**src/hw/serial_regs_pkg.sv**
```systemverilog
// APB register map of the serial controller and the bit layout of its status register
`default_nettype none

package serial_regs_pkg;

	// --------------------------------------------------
	// bus widths
	// --------------------------------------------------
	localparam int addr_width = 4;
	localparam int apb_data_width = 32;

	// --------------------------------------------------
	// register byte addresses
	// --------------------------------------------------
	typedef enum logic [addr_width-1:0] {
		// write starts a frame
		reg_txdata = 4'h0,
		// read returns held word and clears flags
		reg_rxdata = 4'h4,
		// read only
		reg_status = 4'h8
	} reg_addr_t;

	// --------------------------------------------------
	// status bit positions
	// --------------------------------------------------
	// transmitter holds or sends a word
	localparam int st_tx_busy = 0;
	// unread word waiting in RXDATA
	localparam int st_rx_valid = 1;
	// sticky until RXDATA read
	localparam int st_parity_err = 2;
	localparam int st_frame_err = 3;
	// word lost to a newer one
	localparam int st_overrun = 4;

endpackage

`default_nettype wire

```
**src/hw/serial_frame_pkg.sv**
```systemverilog
// frame format and bit timing shared by the serial engines and compiled ahead of them
`default_nettype none

package serial_frame_pkg;

	// --------------------------------------------------
	// word and frame shape
	// --------------------------------------------------
	localparam int data_bits = 8;
	typedef logic [data_bits-1:0] word_t;

	// ones over data plus parity stay even
	localparam logic even_parity = 1'b1;

	// line levels
	localparam logic line_idle = 1'b1;
	localparam logic start_level = 1'b0;
	localparam logic stop_level = 1'b1;

	// --------------------------------------------------
	// bit timing
	// --------------------------------------------------
	// ticks per bit
	localparam int oversample = 8;
	// serial_clk cycles per tick, so one bit is 32 cycles
	localparam int clks_per_tick = 4;

	// counter widths
	localparam int tick_cnt_width = $clog2(clks_per_tick + 1);
	localparam int os_cnt_width = $clog2(oversample);
	localparam int bit_cnt_width = $clog2(data_bits);

	// engine states
	typedef enum logic [2:0] {tx_idle, tx_start, tx_data, tx_parity, tx_stop} tx_state_t;
	typedef enum logic [2:0] {rx_idle, rx_start, rx_data, rx_parity, rx_stop} rx_state_t;

endpackage

`default_nettype wire
```
**src/hw/serial_word_if.sv**
```systemverilog
// word handoff bundles between the APB register block and the serial engines
`timescale 1ns/1ps
`default_nettype none

// register block to transmitter
interface tx_word_if;
	logic valid;
	logic ready;
	serial_frame_pkg::word_t data;
	// set from transfer until stop bit ends
	logic busy;

	modport src (output valid, output data, input ready, input busy);
	modport dst (input valid, input data, output ready, output busy);
endinterface

// receiver to register block
interface rx_word_if;
	// one cycle pulse per received frame
	logic valid;
	logic ready;
	serial_frame_pkg::word_t data;
	logic parity_err;
	logic frame_err;

	modport src (output valid, output data, output parity_err, output frame_err,
		input ready);
	modport dst (input valid, input data, input parity_err, input frame_err,
		output ready);
endinterface

`default_nettype wire

```
**src/hw/serial_apb_top.sv**
```systemverilog
// top level of the APB serial controller that joins tick source, engines and register block
`timescale 1ns/1ps
`default_nettype none

module serial_apb_top (
	input logic serial_clk,
	input logic in_rst,
	// APB slave
	input logic [serial_regs_pkg::addr_width-1:0] paddr,
	input logic psel,
	input logic penable,
	input logic pwrite,
	input logic [serial_regs_pkg::apb_data_width-1:0] pwdata,
	output logic [serial_regs_pkg::apb_data_width-1:0] prdata,
	output logic pslverr,
	// serial line
	input logic serial_in,
	output logic serial_out
);

	logic tick;

	tx_word_if tx_word ();
	rx_word_if rx_word ();

	// --------------------------------------------------
	// shared time base
	// --------------------------------------------------
	baud_tick_gen u_tick (
		.serial_clk (serial_clk),
		.in_rst     (in_rst),
		.tick       (tick)
	);

	// --------------------------------------------------
	// serial engines
	// --------------------------------------------------
	async_tx u_tx (
		.serial_clk (serial_clk),
		.in_rst     (in_rst),
		.tick       (tick),
		.word       (tx_word),
		.serial_out (serial_out)
	);

	async_rx u_rx (
		.serial_clk (serial_clk),
		.in_rst     (in_rst),
		.tick       (tick),
		.serial_in  (serial_in),
		.word       (rx_word)
	);

	// register block
	apb_serial_regs u_regs (
		.serial_clk (serial_clk),
		.in_rst     (in_rst),
		.paddr      (paddr),
		.psel       (psel),
		.penable    (penable),
		.pwrite     (pwrite),
		.pwdata     (pwdata),
		.prdata     (prdata),
		.pslverr    (pslverr),
		.tx         (tx_word),
		.rx         (rx_word)
	);

endmodule

`default_nettype wire

```
**src/hw/apb_serial_regs.sv**
```systemverilog
// APB slave with TXDATA, RXDATA and STATUS that feeds the transmitter and holds received words
`timescale 1ns/1ps
`default_nettype none

module apb_serial_regs (
	input logic serial_clk,
	input logic in_rst,
	input logic [serial_regs_pkg::addr_width-1:0] paddr,
	input logic psel,
	input logic penable,
	input logic pwrite,
	input logic [serial_regs_pkg::apb_data_width-1:0] pwdata,
	output logic [serial_regs_pkg::apb_data_width-1:0] prdata,
	output logic pslverr,
	tx_word_if.src tx,
	rx_word_if.dst rx
);

	logic setup;
	logic access;
	logic wr_tx;
	logic rd_rx;
	logic [serial_regs_pkg::apb_data_width-1:0] rdata_d;
	logic err_d;
	logic [serial_regs_pkg::apb_data_width-1:0] status;

	// held receive word and sticky flags
	serial_frame_pkg::word_t rx_data_q;
	logic rx_valid_q;
	logic parity_err_q;
	logic frame_err_q;
	logic overrun_q;

	assign setup = psel && !penable;
	assign access = psel && penable;
	// pslverr from setup also drops the write
	assign wr_tx = access && pwrite && (paddr == serial_regs_pkg::reg_txdata) && !pslverr;
	assign rd_rx = access && !pwrite && (paddr == serial_regs_pkg::reg_rxdata);

	assign rx.ready = 1'b1;

	// --------------------------------------------------
	// status and read decode
	// --------------------------------------------------
	always_comb begin
		status = '0;
		status[serial_regs_pkg::st_tx_busy] = tx.busy;
		status[serial_regs_pkg::st_rx_valid] = rx_valid_q;
		status[serial_regs_pkg::st_parity_err] = parity_err_q;
		status[serial_regs_pkg::st_frame_err] = frame_err_q;
		status[serial_regs_pkg::st_overrun] = overrun_q;
	end

	always_comb begin
		rdata_d = '0;
		err_d = 1'b0;
		case (serial_regs_pkg::reg_addr_t'(paddr))
			// write only, busy transmitter refuses
			serial_regs_pkg::reg_txdata: err_d = pwrite && tx.busy;
			serial_regs_pkg::reg_rxdata: begin
				err_d = pwrite;
				rdata_d = serial_regs_pkg::apb_data_width'(rx_data_q);
			end
			serial_regs_pkg::reg_status: begin
				err_d = pwrite;
				rdata_d = status;
			end
			// unmapped
			default: err_d = 1'b1;
		endcase
	end

	// response registered in setup, seen in access
	always_ff @(posedge serial_clk or posedge in_rst) begin
		if (in_rst) begin
			prdata <= '0;
			pslverr <= 1'b0;
		end else if (setup) begin
			prdata <= pwrite ? '0 : rdata_d;
			pslverr <= err_d;
		end else if (!psel) begin
			prdata <= '0;
			pslverr <= 1'b0;
		end
	end

	// --------------------------------------------------
	// transmit side
	// --------------------------------------------------
	always_ff @(posedge serial_clk or posedge in_rst) begin
		if (in_rst) begin
			tx.valid <= 1'b0;
		end else if (wr_tx) begin
			tx.valid <= 1'b1;
		end else if (tx.valid && tx.ready) begin
			tx.valid <= 1'b0;
		end
	end

	always_ff @(posedge serial_clk) begin
		if (wr_tx) begin
			tx.data <= pwdata[serial_frame_pkg::data_bits-1:0];
		end
	end

	// --------------------------------------------------
	// receive side
	// --------------------------------------------------
	always_ff @(posedge serial_clk or posedge in_rst) begin
		if (in_rst) begin
			rx_data_q <= '0;
			rx_valid_q <= 1'b0;
			parity_err_q <= 1'b0;
			frame_err_q <= 1'b0;
			overrun_q <= 1'b0;
		end else begin
			if (rd_rx) begin
				rx_valid_q <= 1'b0;
				parity_err_q <= 1'b0;
				frame_err_q <= 1'b0;
				overrun_q <= 1'b0;
			end
			// new word wins over a clearing read
			if (rx.valid && rx.ready) begin
				rx_data_q <= rx.data;
				rx_valid_q <= 1'b1;
				if (rx_valid_q && !rd_rx) begin
					overrun_q <= 1'b1;
				end
				if (rx.parity_err) begin
					parity_err_q <= 1'b1;
				end
				if (rx.frame_err) begin
					frame_err_q <= 1'b1;
				end
			end
		end
	end

	// zero wait states so access follows exactly one setup
	a_apb_phase: assert property (@(posedge serial_clk) disable iff (in_rst)
		penable |-> psel && $past(psel && !penable));

endmodule

`default_nettype wire

```
**src/hw/async_rx.sv**
```systemverilog
// frame deserializer that samples the line at mid bit and reports the word with its errors
`timescale 1ns/1ps
`default_nettype none

module async_rx (
	input logic serial_clk,
	input logic in_rst,
	input logic tick,
	input logic serial_in,
	rx_word_if.src word
);

	// line synchronizer and edge history
	logic [1:0] sync_q;
	logic rx_s;
	logic rx_prev;

	serial_frame_pkg::rx_state_t state;
	logic [serial_frame_pkg::os_cnt_width-1:0] os_cnt;
	logic [serial_frame_pkg::bit_cnt_width-1:0] bit_cnt;
	serial_frame_pkg::word_t shift_q;
	// expected parity bit so far
	logic parity;
	logic parity_bad;
	logic frame_bad;
	logic sample;

	// --------------------------------------------------
	// input sync
	// --------------------------------------------------
	always_ff @(posedge serial_clk or posedge in_rst) begin
		if (in_rst) begin
			sync_q <= {2{serial_frame_pkg::line_idle}};
			rx_prev <= serial_frame_pkg::line_idle;
		end else begin
			sync_q <= {sync_q[0], serial_in};
			rx_prev <= sync_q[1];
		end
	end

	assign rx_s = sync_q[1];

	// mid-bit sample point
	assign sample = tick &&
		(os_cnt == serial_frame_pkg::os_cnt_width'(serial_frame_pkg::oversample - 1));

	assign word.data = shift_q;
	assign word.parity_err = parity_bad;
	assign word.frame_err = frame_bad;

	// --------------------------------------------------
	// receive state machine
	// --------------------------------------------------
	always_ff @(posedge serial_clk or posedge in_rst) begin
		if (in_rst) begin
			state <= serial_frame_pkg::rx_idle;
			os_cnt <= '0;
			bit_cnt <= '0;
			parity <= ~serial_frame_pkg::even_parity;
			parity_bad <= 1'b0;
			frame_bad <= 1'b0;
			word.valid <= 1'b0;
		end else begin
			if (word.valid && word.ready) begin
				word.valid <= 1'b0;
			end
			if (sample) begin
				os_cnt <= '0;
			end else if (tick) begin
				os_cnt <= os_cnt + 1'b1;
			end

			unique case (state)
				serial_frame_pkg::rx_idle: begin
					os_cnt <= '0;
					bit_cnt <= '0;
					parity <= ~serial_frame_pkg::even_parity;
					// falling edge
					if (rx_prev == serial_frame_pkg::line_idle &&
						rx_s == serial_frame_pkg::start_level) begin
						state <= serial_frame_pkg::rx_start;
					end
				end
				serial_frame_pkg::rx_start: begin
					// glitch, line went back high
					if (rx_s != serial_frame_pkg::start_level) begin
						state <= serial_frame_pkg::rx_idle;
					end else if (tick && os_cnt ==
						serial_frame_pkg::os_cnt_width'(serial_frame_pkg::oversample / 2 - 1)) begin
						// middle of start bit reached
						os_cnt <= '0;
						state <= serial_frame_pkg::rx_data;
					end
				end
				serial_frame_pkg::rx_data: begin
					if (sample) begin
						parity <= parity ^ rx_s;
						if (bit_cnt == serial_frame_pkg::bit_cnt_width'(serial_frame_pkg::data_bits - 1)) begin
							bit_cnt <= '0;
							state <= serial_frame_pkg::rx_parity;
						end else begin
							bit_cnt <= bit_cnt + 1'b1;
						end
					end
				end
				serial_frame_pkg::rx_parity: begin
					if (sample) begin
						parity_bad <= (rx_s != parity);
						state <= serial_frame_pkg::rx_stop;
					end
				end
				serial_frame_pkg::rx_stop: begin
					// word goes out with both checks
					if (sample) begin
						frame_bad <= (rx_s != serial_frame_pkg::stop_level);
						word.valid <= 1'b1;
						state <= serial_frame_pkg::rx_idle;
					end
				end
				default: begin
					state <= serial_frame_pkg::rx_idle;
				end
			endcase
		end
	end

	// data bits enter at the top, LSB arrives first
	always_ff @(posedge serial_clk) begin
		if (state == serial_frame_pkg::rx_data && sample) begin
			shift_q <= {rx_s, shift_q[serial_frame_pkg::data_bits-1:1]};
		end
	end

	// register block takes each word at once
	a_valid_pulse: assert property (@(posedge serial_clk) disable iff (in_rst)
		word.valid |=> !word.valid);

endmodule

`default_nettype wire

```
**src/hw/async_tx.sv**
```systemverilog
// frame serializer that turns one accepted word into start, data, parity and stop bits
`timescale 1ns/1ps
`default_nettype none

module async_tx (
	input logic serial_clk,
	input logic in_rst,
	input logic tick,
	tx_word_if.dst word,
	output logic serial_out
);

	serial_frame_pkg::tx_state_t state;
	// word accepted and waiting for the next tick
	logic armed;
	logic [serial_frame_pkg::os_cnt_width-1:0] os_cnt;
	logic [serial_frame_pkg::bit_cnt_width-1:0] bit_cnt;
	serial_frame_pkg::word_t shift_q;
	// running parity over bits already sent
	logic parity;
	logic bit_end;

	// --------------------------------------------------
	// handshake
	// --------------------------------------------------
	assign word.ready = (state == serial_frame_pkg::tx_idle);
	// high from the transfer cycle until the stop bit ends
	assign word.busy = word.valid || armed || (state != serial_frame_pkg::tx_idle);

	// last tick of the current bit
	assign bit_end = tick &&
		(os_cnt == serial_frame_pkg::os_cnt_width'(serial_frame_pkg::oversample - 1));

	// --------------------------------------------------
	// frame state machine
	// --------------------------------------------------
	always_ff @(posedge serial_clk or posedge in_rst) begin
		if (in_rst) begin
			state <= serial_frame_pkg::tx_idle;
			armed <= 1'b0;
			os_cnt <= '0;
			bit_cnt <= '0;
			parity <= ~serial_frame_pkg::even_parity;
		end else begin
			// tick sub-counter inside a bit
			if (bit_end) begin
				os_cnt <= '0;
			end else if (tick) begin
				os_cnt <= os_cnt + 1'b1;
			end

			unique case (state)
				serial_frame_pkg::tx_idle: begin
					os_cnt <= '0;
					bit_cnt <= '0;
					parity <= ~serial_frame_pkg::even_parity;
					if (word.valid && word.ready) begin
						armed <= 1'b1;
					end
					// start bit begins on a tick edge
					if (armed && tick) begin
						armed <= 1'b0;
						state <= serial_frame_pkg::tx_start;
					end
				end
				serial_frame_pkg::tx_start: begin
					if (bit_end) begin
						state <= serial_frame_pkg::tx_data;
					end
				end
				serial_frame_pkg::tx_data: begin
					if (bit_end) begin
						// fold the bit just sent into parity
						parity <= parity ^ shift_q[0];
						if (bit_cnt ==
							serial_frame_pkg::bit_cnt_width'(serial_frame_pkg::data_bits - 1)) begin
							bit_cnt <= '0;
							state <= serial_frame_pkg::tx_parity;
						end else begin
							bit_cnt <= bit_cnt + 1'b1;
						end
					end
				end
				serial_frame_pkg::tx_parity: begin
					if (bit_end) begin
						state <= serial_frame_pkg::tx_stop;
					end
				end
				serial_frame_pkg::tx_stop: begin
					if (bit_end) begin
						state <= serial_frame_pkg::tx_idle;
					end
				end
				default: begin
					state <= serial_frame_pkg::tx_idle;
				end
			endcase
		end
	end

	// data shifter sending the LSB first
	always_ff @(posedge serial_clk) begin
		if (word.valid && word.ready) begin
			shift_q <= word.data;
		end else if (state == serial_frame_pkg::tx_data && bit_end) begin
			shift_q <= shift_q >> 1;
		end
	end

	// --------------------------------------------------
	// line driver
	// --------------------------------------------------
	always_comb begin
		unique case (state)
			serial_frame_pkg::tx_start: serial_out = serial_frame_pkg::start_level;
			serial_frame_pkg::tx_data: serial_out = shift_q[0];
			serial_frame_pkg::tx_parity: serial_out = parity;
			serial_frame_pkg::tx_stop: serial_out = serial_frame_pkg::stop_level;
			default: serial_out = serial_frame_pkg::line_idle;
		endcase
	end

	// line rests high between frames
	a_idle_line: assert property (@(posedge serial_clk) disable iff (in_rst)
		(state == serial_frame_pkg::tx_idle) |-> (serial_out == serial_frame_pkg::line_idle));

	// bit boundaries follow the shared tick
	a_tick_step: assert property (@(posedge serial_clk) disable iff (in_rst)
		(state != $past(state)) |-> $past(tick));

endmodule

`default_nettype wire

```
**src/hw/baud_tick_gen.sv**
```systemverilog
// oversample tick source shared by transmitter and receiver as their one time base
`timescale 1ns/1ps
`default_nettype none

module baud_tick_gen (
	input logic serial_clk,
	input logic in_rst,
	output logic tick
);

	// down counter reloaded every period
	logic [serial_frame_pkg::tick_cnt_width-1:0] cnt;

	// --------------------------------------------------
	// free running divider
	// --------------------------------------------------
	always_ff @(posedge serial_clk or posedge in_rst) begin
		if (in_rst) begin
			cnt <= serial_frame_pkg::tick_cnt_width'(serial_frame_pkg::clks_per_tick - 1);
			tick <= 1'b0;
		end else begin
			// pulse on the wrap and reload
			if (cnt == '0) begin
				cnt <= serial_frame_pkg::tick_cnt_width'(serial_frame_pkg::clks_per_tick - 1);
				tick <= 1'b1;
			end else begin
				cnt <= cnt - 1'b1;
				tick <= 1'b0;
			end
		end
	end

endmodule

`default_nettype wire

```
**config.mk**
```make
export PLATFORM = sky130hd
export DESIGN_NAME = serial_apb_top
export DESIGN_NICKNAME = d
export VERILOG_FILES = /design/src/hw/serial_regs_pkg.sv /design/src/hw/serial_frame_pkg.sv /design/src/hw/serial_word_if.sv /design/src/hw/serial_apb_top.sv /design/src/hw/apb_serial_regs.sv /design/src/hw/async_rx.sv /design/src/hw/async_tx.sv /design/src/hw/baud_tick_gen.sv
export SDC_FILE = /design/constraint.sdc
export NUM_CORES = 1
export LEC_CHECK = 0
export ABC_AREA = 0
export ABC_CLOCK_PERIOD_IN_PS = 2040
export BUFFER_PORTS_ARGS = -buffer_cell sky130_fd_sc_hd__buf_2
export CAP_MARGIN = 20
export CORE_ASPECT_RATIO = 2
export CORE_UTILIZATION = 54
export CTS_CLUSTER_DIAMETER = 40
export CTS_CLUSTER_SIZE = 20
export DETAILED_ROUTE_END_ITERATION = 10
export PLACE_DENSITY = 0.79
export SETUP_SLACK_MARGIN = 0.15
export SLEW_MARGIN = 40
export SYNTH_ARGS = -nofsm -noshare
export SYNTH_HDL_FRONTEND = slang
export SYNTH_SLANG_ARGS = --single-unit
```
**constraint.sdc**
```tcl
create_clock -name serial_clk -period 2.04 [get_ports serial_clk]
set_input_delay 0.102 -clock serial_clk [delete_from_list [all_inputs] [get_ports serial_clk]]
set_output_delay 0.102 -clock serial_clk [all_outputs]
set_load 0.05 [all_outputs]
```
# ---- Word level (Yosys, flattened, before mapping)
# Cells that the tools add are included.
dict set report totals {
  regBits 101
  inputBits 42
  output_inout_bits 34
  word_cells 169
}
dict set report classes {
  n_addsub 5
  eq_ne 29
  muxes 62
  n_bitwise 3
  reduce_logical 43
}
# op n
set ops {}
lappend ops {{2-to-1 mux 3 bit} 25}
lappend ops {{2-to-1 mux 32 bit} 2}
lappend ops {{case mux 3 bit (5 select lines)} 2}
lappend ops {{2-to-1 mux 8 bit} 3}
lappend ops {{2-to-1 mux 1 bit} 22}
lappend ops {{inequality test 2 x 1 -> 1 bit, second input constant} 11}
lappend ops {{== test 3 bit, second input constant} 6}
lappend ops {{case mux 3 bit (2 select lines)} 3}
lappend ops {{logical AND 1 bit} 17}
lappend ops {{case mux 8 bit (2 select lines)} 1}
lappend ops {{== test 3 x 2 -> 1 bit, second input constant} 5}
lappend ops {{adder 3 x 1 -> 3 bit, second input constant} 4}
lappend ops {{AND reduction 6 bit} 2}
lappend ops {{nonzero test 2 bit} 6}
lappend ops {{AND reduction 2 bit} 5}
lappend ops {{zero test 3 bit} 3}
lappend ops {{== test 3 x 1 -> 1 bit, second input constant} 2}
lappend ops {{case mux 1 bit (2 select lines)} 3}
lappend ops {{nonzero test 3 bit} 2}
lappend ops {{== test 4 x 3 -> 1 bit, second input constant} 1}
lappend ops {{== test 4 bit, second input constant} 1}
lappend ops {{zero test 1 bit} 4}
lappend ops {{zero test 4 bit} 1}
lappend ops {{inequality test 3 x 1 -> 1 bit, second input constant} 1}
lappend ops {{8 further kinds} 10}

# ---- Longest topological paths before layout
dict set report depth {
  ltp_word 7
  mapped_depth 7
  ltp_nobuf 6
}

# ---- Cells and area by module
# From an unflattened synthesis, not the netlist that was laid out.
dict set report hier_totals {
  cells_unflattened 295
  hier_area_um2 3560.9
}
# module n_inst cells_each area_each_um2 seq_area_each_um2
set by_module_without_submodules {}
lappend by_module_without_submodules {apb_serial_regs 1 111 1395.1 790.8}
lappend by_module_without_submodules {async_rx 1 86 1043.5 644.4}
lappend by_module_without_submodules {async_tx 1 83 950.9 515.5}
lappend by_module_without_submodules {baud_tick_gen 1 15 171.4 102.6}

# ---- Worst setup path before layout
# Ideal clock, no wire load.
dict set report synth_timing {
  path_type {register to register}
  startpoint {register u_regs.pslverr}
  endpoint {register u_regs.tx.data[0], enable pin}
  setup_time_ps 398
  arrival_time_ps 1681
  required_time_ps 1642
  slack_ps -40
  stages_incl_launch_ff 3
  n_path_buf 0
  period_less_slack_ps 2080
  cell_sequence {dfrtp_1 > nand3b_1 > nor4_1}
}
dict set report synth_between {
  elab_chain_cells 2
}
# item line
set synth_rtl {}
lappend synth_rtl {{start: declaration} apb_serial_regs.sv:14} ;# output logic pslverr,
lappend synth_rtl {{start signal: assignment} apb_serial_regs.sv:80} ;# pslverr <= err_d;
lappend synth_rtl {{zero test 1 bit} apb_serial_regs.sv:37} ;# assign wr_tx = access && pwrite && (paddr == serial_regs_pkg::reg_txdata) && !pslverr;
lappend synth_rtl {{logical AND 1 bit} apb_serial_regs.sv:37}
lappend synth_rtl {{named net u_regs.wr_tx} apb_serial_regs.sv:21} ;# logic wr_tx;
lappend synth_rtl {{end signal: assignment} apb_serial_regs.sv:102} ;# tx.data <= pwdata[serial_frame_pkg::data_bits-1:0];
lappend synth_rtl {{end: declaration} serial_word_if.sv:13} ;# modport src (output valid, output data, input ready, input busy);
# The timed path passes the listed nets, and every way through them passes these cells.
# A chain may end at the register's enable or synchronous reset.

# ---- Final worst setup path
dict set report layout_timing {
  startpoint {register u_rx.os_cnt[0] (netlist name)}
  endpoint {register u_rx.parity}
}
dict set report layout_between {
  elab_chain_cells 4
}
# item line
set layout_rtl {}
lappend layout_rtl {{start: declaration} async_rx.sv:19} ;# logic [serial_frame_pkg::os_cnt_width-1:0] os_cnt;
lappend layout_rtl {{start signal: assignment} async_rx.sv:70} ;# os_cnt <= os_cnt + 1'b1;
lappend layout_rtl {{== test 3 bit} async_rx.sv:45} ;# (os_cnt == serial_frame_pkg::os_cnt_width'(serial_frame_pkg::oversample - 1));
lappend layout_rtl {{logical AND 1 bit} async_rx.sv:44} ;# assign sample = tick &&
lappend layout_rtl {{inequality test 2 x 1 -> 1 bit (no source line)} n/a}
lappend layout_rtl {{AND reduction 2 bit (no source line)} n/a}
lappend layout_rtl {{end signal: assignment} async_rx.sv:59} ;# parity <= ~serial_frame_pkg::even_parity;
lappend layout_rtl {{end signal: assignment} async_rx.sv:77} ;# parity <= ~serial_frame_pkg::even_parity;
lappend layout_rtl {{end signal: assignment} async_rx.sv:97} ;# parity <= parity ^ rx_s;
lappend layout_rtl {{end: declaration} async_rx.sv:23} ;# logic parity;
# Every way passes these cells.

==> results.py <==
metrics = {
    "sta": {
        "finalMaxSlewViolations": 0,
        "fin_crit_sh_pct": 86.5,
        "fmax_ghz": 0.566,
        "finClkSkew_ns": 0.00623,
        "hold_violations": 0,
        "tns_ns": 0,
        "fin_crit_ns": 1.77,
        "rsz0062_at_grt": "false",
        "tightest_slew_ns": 0.534,
        "timing.slew.headroom_pct": 64.3,
        "fin_ws_ns": 0.275,
        "final-setup-viol-count": 0,
    },
    "placement": {
        "io_buffers": 27,
        "pre_cts_slack_ns": 0.142,
        "dp_hpwl_mm": 4.21,
        "gp_congestion": 0.782,
    },
    "synth": {
        "ys_types": 55,
        "synth.largest_area_cell": "dfrtp_1",
        "synth-seq-cells": 77,
        "synthArstFlopShare_pct": 68.8,
        "synth-edff-count": 24,
        "synth.yosys.seq_area_share_pct": 58.4,
        "synthSimpleGateAreaFrac_pct": 10.7,
        "yosys_warnings": 0,
        "synth-compound-area-share_pct": 11.7,
        "synthXorXnorAreaFrac_pct": 0.498,
        "synth_top_family_by_area": "compound AO/OA/AOI/OAI gates",
        "ys.flop_type": "dfrtp_1",
        "netlist_instances": 280,
        "synth_area_mm2": 0.00351,
        "synth_area_per_cell_um2": 12.6,
        "synthAdderAreaFrac_pct": 4.27,
        "synthMuxAreaShare_pct": 6.05,
        "synth.top_cell.area_share_pct": 34.2,
        "yosys-top-cells-area": "dfrtp_1, edfxtp_1, mux2_2, buf_4, ha_1",
    },
    "finish": {
        "seqCellArea_mm2": 0.00205,
        "synthToLayoutAreaGrowth_pct": 15.4,
        "num-fill-cells": 486,
        "mostFrequentLayoutCells": "dfrtp_1, buf_2, conb_1, edfxtp_1, mux2_2",
        "diodes": 0,
        "multi_input_area_mm2": 0.00128,
        "drive_above_1_share_pct": 28.9,
        "fin_nets": 378,
        "layout_commonest_cell": "dfrtp_1",
    },
    "clock_network": {
        "clk_pin_slew_worst_paths_ns": 0.06,
        "cts_buffers": 9,
        "clock_latency_ns": 0.34,
        "clock_sinks": 77,
        "root_buffer": "clkbuf_16",
        "cts_tree": "yes",
        "cts-htree-levels": 3,
        "clock_path_buffers": 2,
    },
    "min_path": {
        "hold_end": "u_regs.pslverr",
        "min-delay-start": "psel",
        "hold_depth": 2,
        "min_path_type": "in2reg",
    },
    "power_and_ir_drop": {
        "power_uw": 3360,
        "power_density_mw_per_mm2": 828,
        "peakVddDrop_mv": 0.504,
        "p_leak_uw": 0.00187,
    },
    "critical_path": {
        "crit_path_start_kind": "flip-flop",
        "rrSetupSlack_ns": 0.27,
        "critPathKind": "reg2reg",
        "crit_required_ns": 2.26,
        "worstPathArrival_ns": 1.99,
        "reg2regPathDepth": 6,
        "r2r-end": "u_rx.parity",
        "worstSetupEndpointType": "flip-flop",
        "regToRegStartpoint": "u_rx.os_cnt[0]",
        "critical_path.max_fanout": 5,
    },
    "global_routing": {
        "grt_first_pass_wirelength_mm": 10.1,
        "antenna_found_initial": 0,
        "grt_start_max_net_pins": 31,
        "grt_overflow_total": 0,
        "grt_pass1_vias": 2271,
        "grt_usage_pct": 20.4,
    },
    "floorplanning": {
        "die_h_um": 116,
        "dieArea_mm2": 0.00685,
        "top_level_ports": 76,
        "num_rows": 41,
        "start_util_pct": 55.7,
        "core_area_mm2": 0.00631,
        "die_x_um": 59.0,
    },
    "job": {
        "cap_violations": 0,
    },
    "route": {
        "drtPass1Iterations": 4,
        "first_iter_violations": 83,
        "antenna_left": 0,
        "vias_per_cell": 5.20,
        "totalWireLength_mm": 6.04,
        "wl_per_cell_um": 14.6,
        "drcViolationCount": 0,
        "vias": 2160,
    },
    "run_status": {
        "outcome": "completed",
    },
}
[critical path: stages, from the launching register on]
cell     delay (ns)
dfrtp_1        0.40
ha_1           0.24
ha_2           0.21
and2_2         0.23
nand2_1        0.08
mux2_2         0.32
a22o_1         0.18
[metal layers]
layer  up-vias  track usage [%]  wire length [um]
met2        54             37.0              3360
met4         0             13.3               208
li1       1050                -                 -
met3        18             3.54               198
met1      1038             20.5              2270
met5         -                0                 0
[how the worst max path moves through the flow]
stage	startpoint	depth (start not counted)	slack [ns]	to
CTS	u_tx.os_cnt[0]	5	0.16	u_tx.shift_q[3]
global route	u_rx.os_cnt[0]	6	0.16	u_rx.word.parity_err
finish	u_rx.os_cnt[0]	6	0.27	u_rx.parity
floorplan	u_tx.os_cnt[0]	6	0.18	u_tx.shift_q[0]
detailed placement	u_rx.os_cnt[0]	6	0.14	u_rx.word.parity_err
global placement	u_rx.os_cnt[0]	6	0.19	u_rx.word.parity_err
[kinds of logic (layout without fill, tap and decap cells)]
logic type | after synthesis | after routing
flip-flops | 77 | 77
AND/OR/NAND/NOR | 69 | 69
AO/OA/AOI/OAI | 54 | 54
buffers and inverters | 46 | 72
multiplexers | 19 | 19
adder cells (fa/ha/maj) | 12 | 12
XOR/XNOR | 2 | 2
other | 1 | 24
[synth_stat cells (all sizes together), types with 6 or more instances]
| library cell | count |
|---|---|
| dfrtp | 48 |
| buf | 32 |
| edfxtp | 24 |
| mux2 | 18 |
| nand2 | 18 |
| a22o | 17 |
| nor2 | 16 |
| ha | 12 |
| a21oi | 11 |
| inv | 11 |
| nand3b | 7 |
| nand3 | 6 |
| o21ai | 6 |
[through the flow]
step | cell area (um^2) | hold WS (ns) | utilization [%] | cells
finish | 4060 | 0.0448 | 64.3 | 415
detailed placement | 3680 | 0.174 | 58.3 | 389
floorplan | 3610 | 0.106 | - | 303
global placement | 3680 | 0.164 | 58.3 | 389
global route | 4060 | 0.0569 | 64.3 | 415
CTS | 4050 | 0.0326 | 64.2 | 415
[power by group]
group          internal [uW]  switching, uW
clock network            813            606
logic                   79.6            220
registers               1610           26.6
[state kept, by name (all words and copies together), names as in the netlist, 2 cells and up]
register	flops
u_regs.prdata	8
u_regs.rx_data_q	8
u_regs.tx.data	8
u_rx.bit_cnt	3
u_rx.os_cnt	3
u_rx.state	3
u_rx.sync_q	2
u_rx.word.data	8
u_tick.cnt	3
u_tx.bit_cnt	3
u_tx.os_cnt	3
u_tx.shift_q	8
u_tx.state	3
[layout make-up]
class / count / area share (%)
Clock inverter: 7 / 1.02
Sequential cell: 77 / 50.6
Timing Repair Buffer: 45 / 7.59
Inverter: 11 / 1.08
Clock buffer: 9 / 5.55
Multi-Input combinational cell: 180 / 31.5
Tap cell: 86 / 2.65
[repair_timing]
| item | CTS | global route |
|---|---|---|
| endpoints found under the hold margin | 30 | 0 |
| gates resized for setup | 1 | 3 |
| setup buffers | 0 | 0 |
| setup endpoints to repair | 1 | 18 |
| hold buffers | 10 | 0 |
Power figures use the tool's default switching activity.
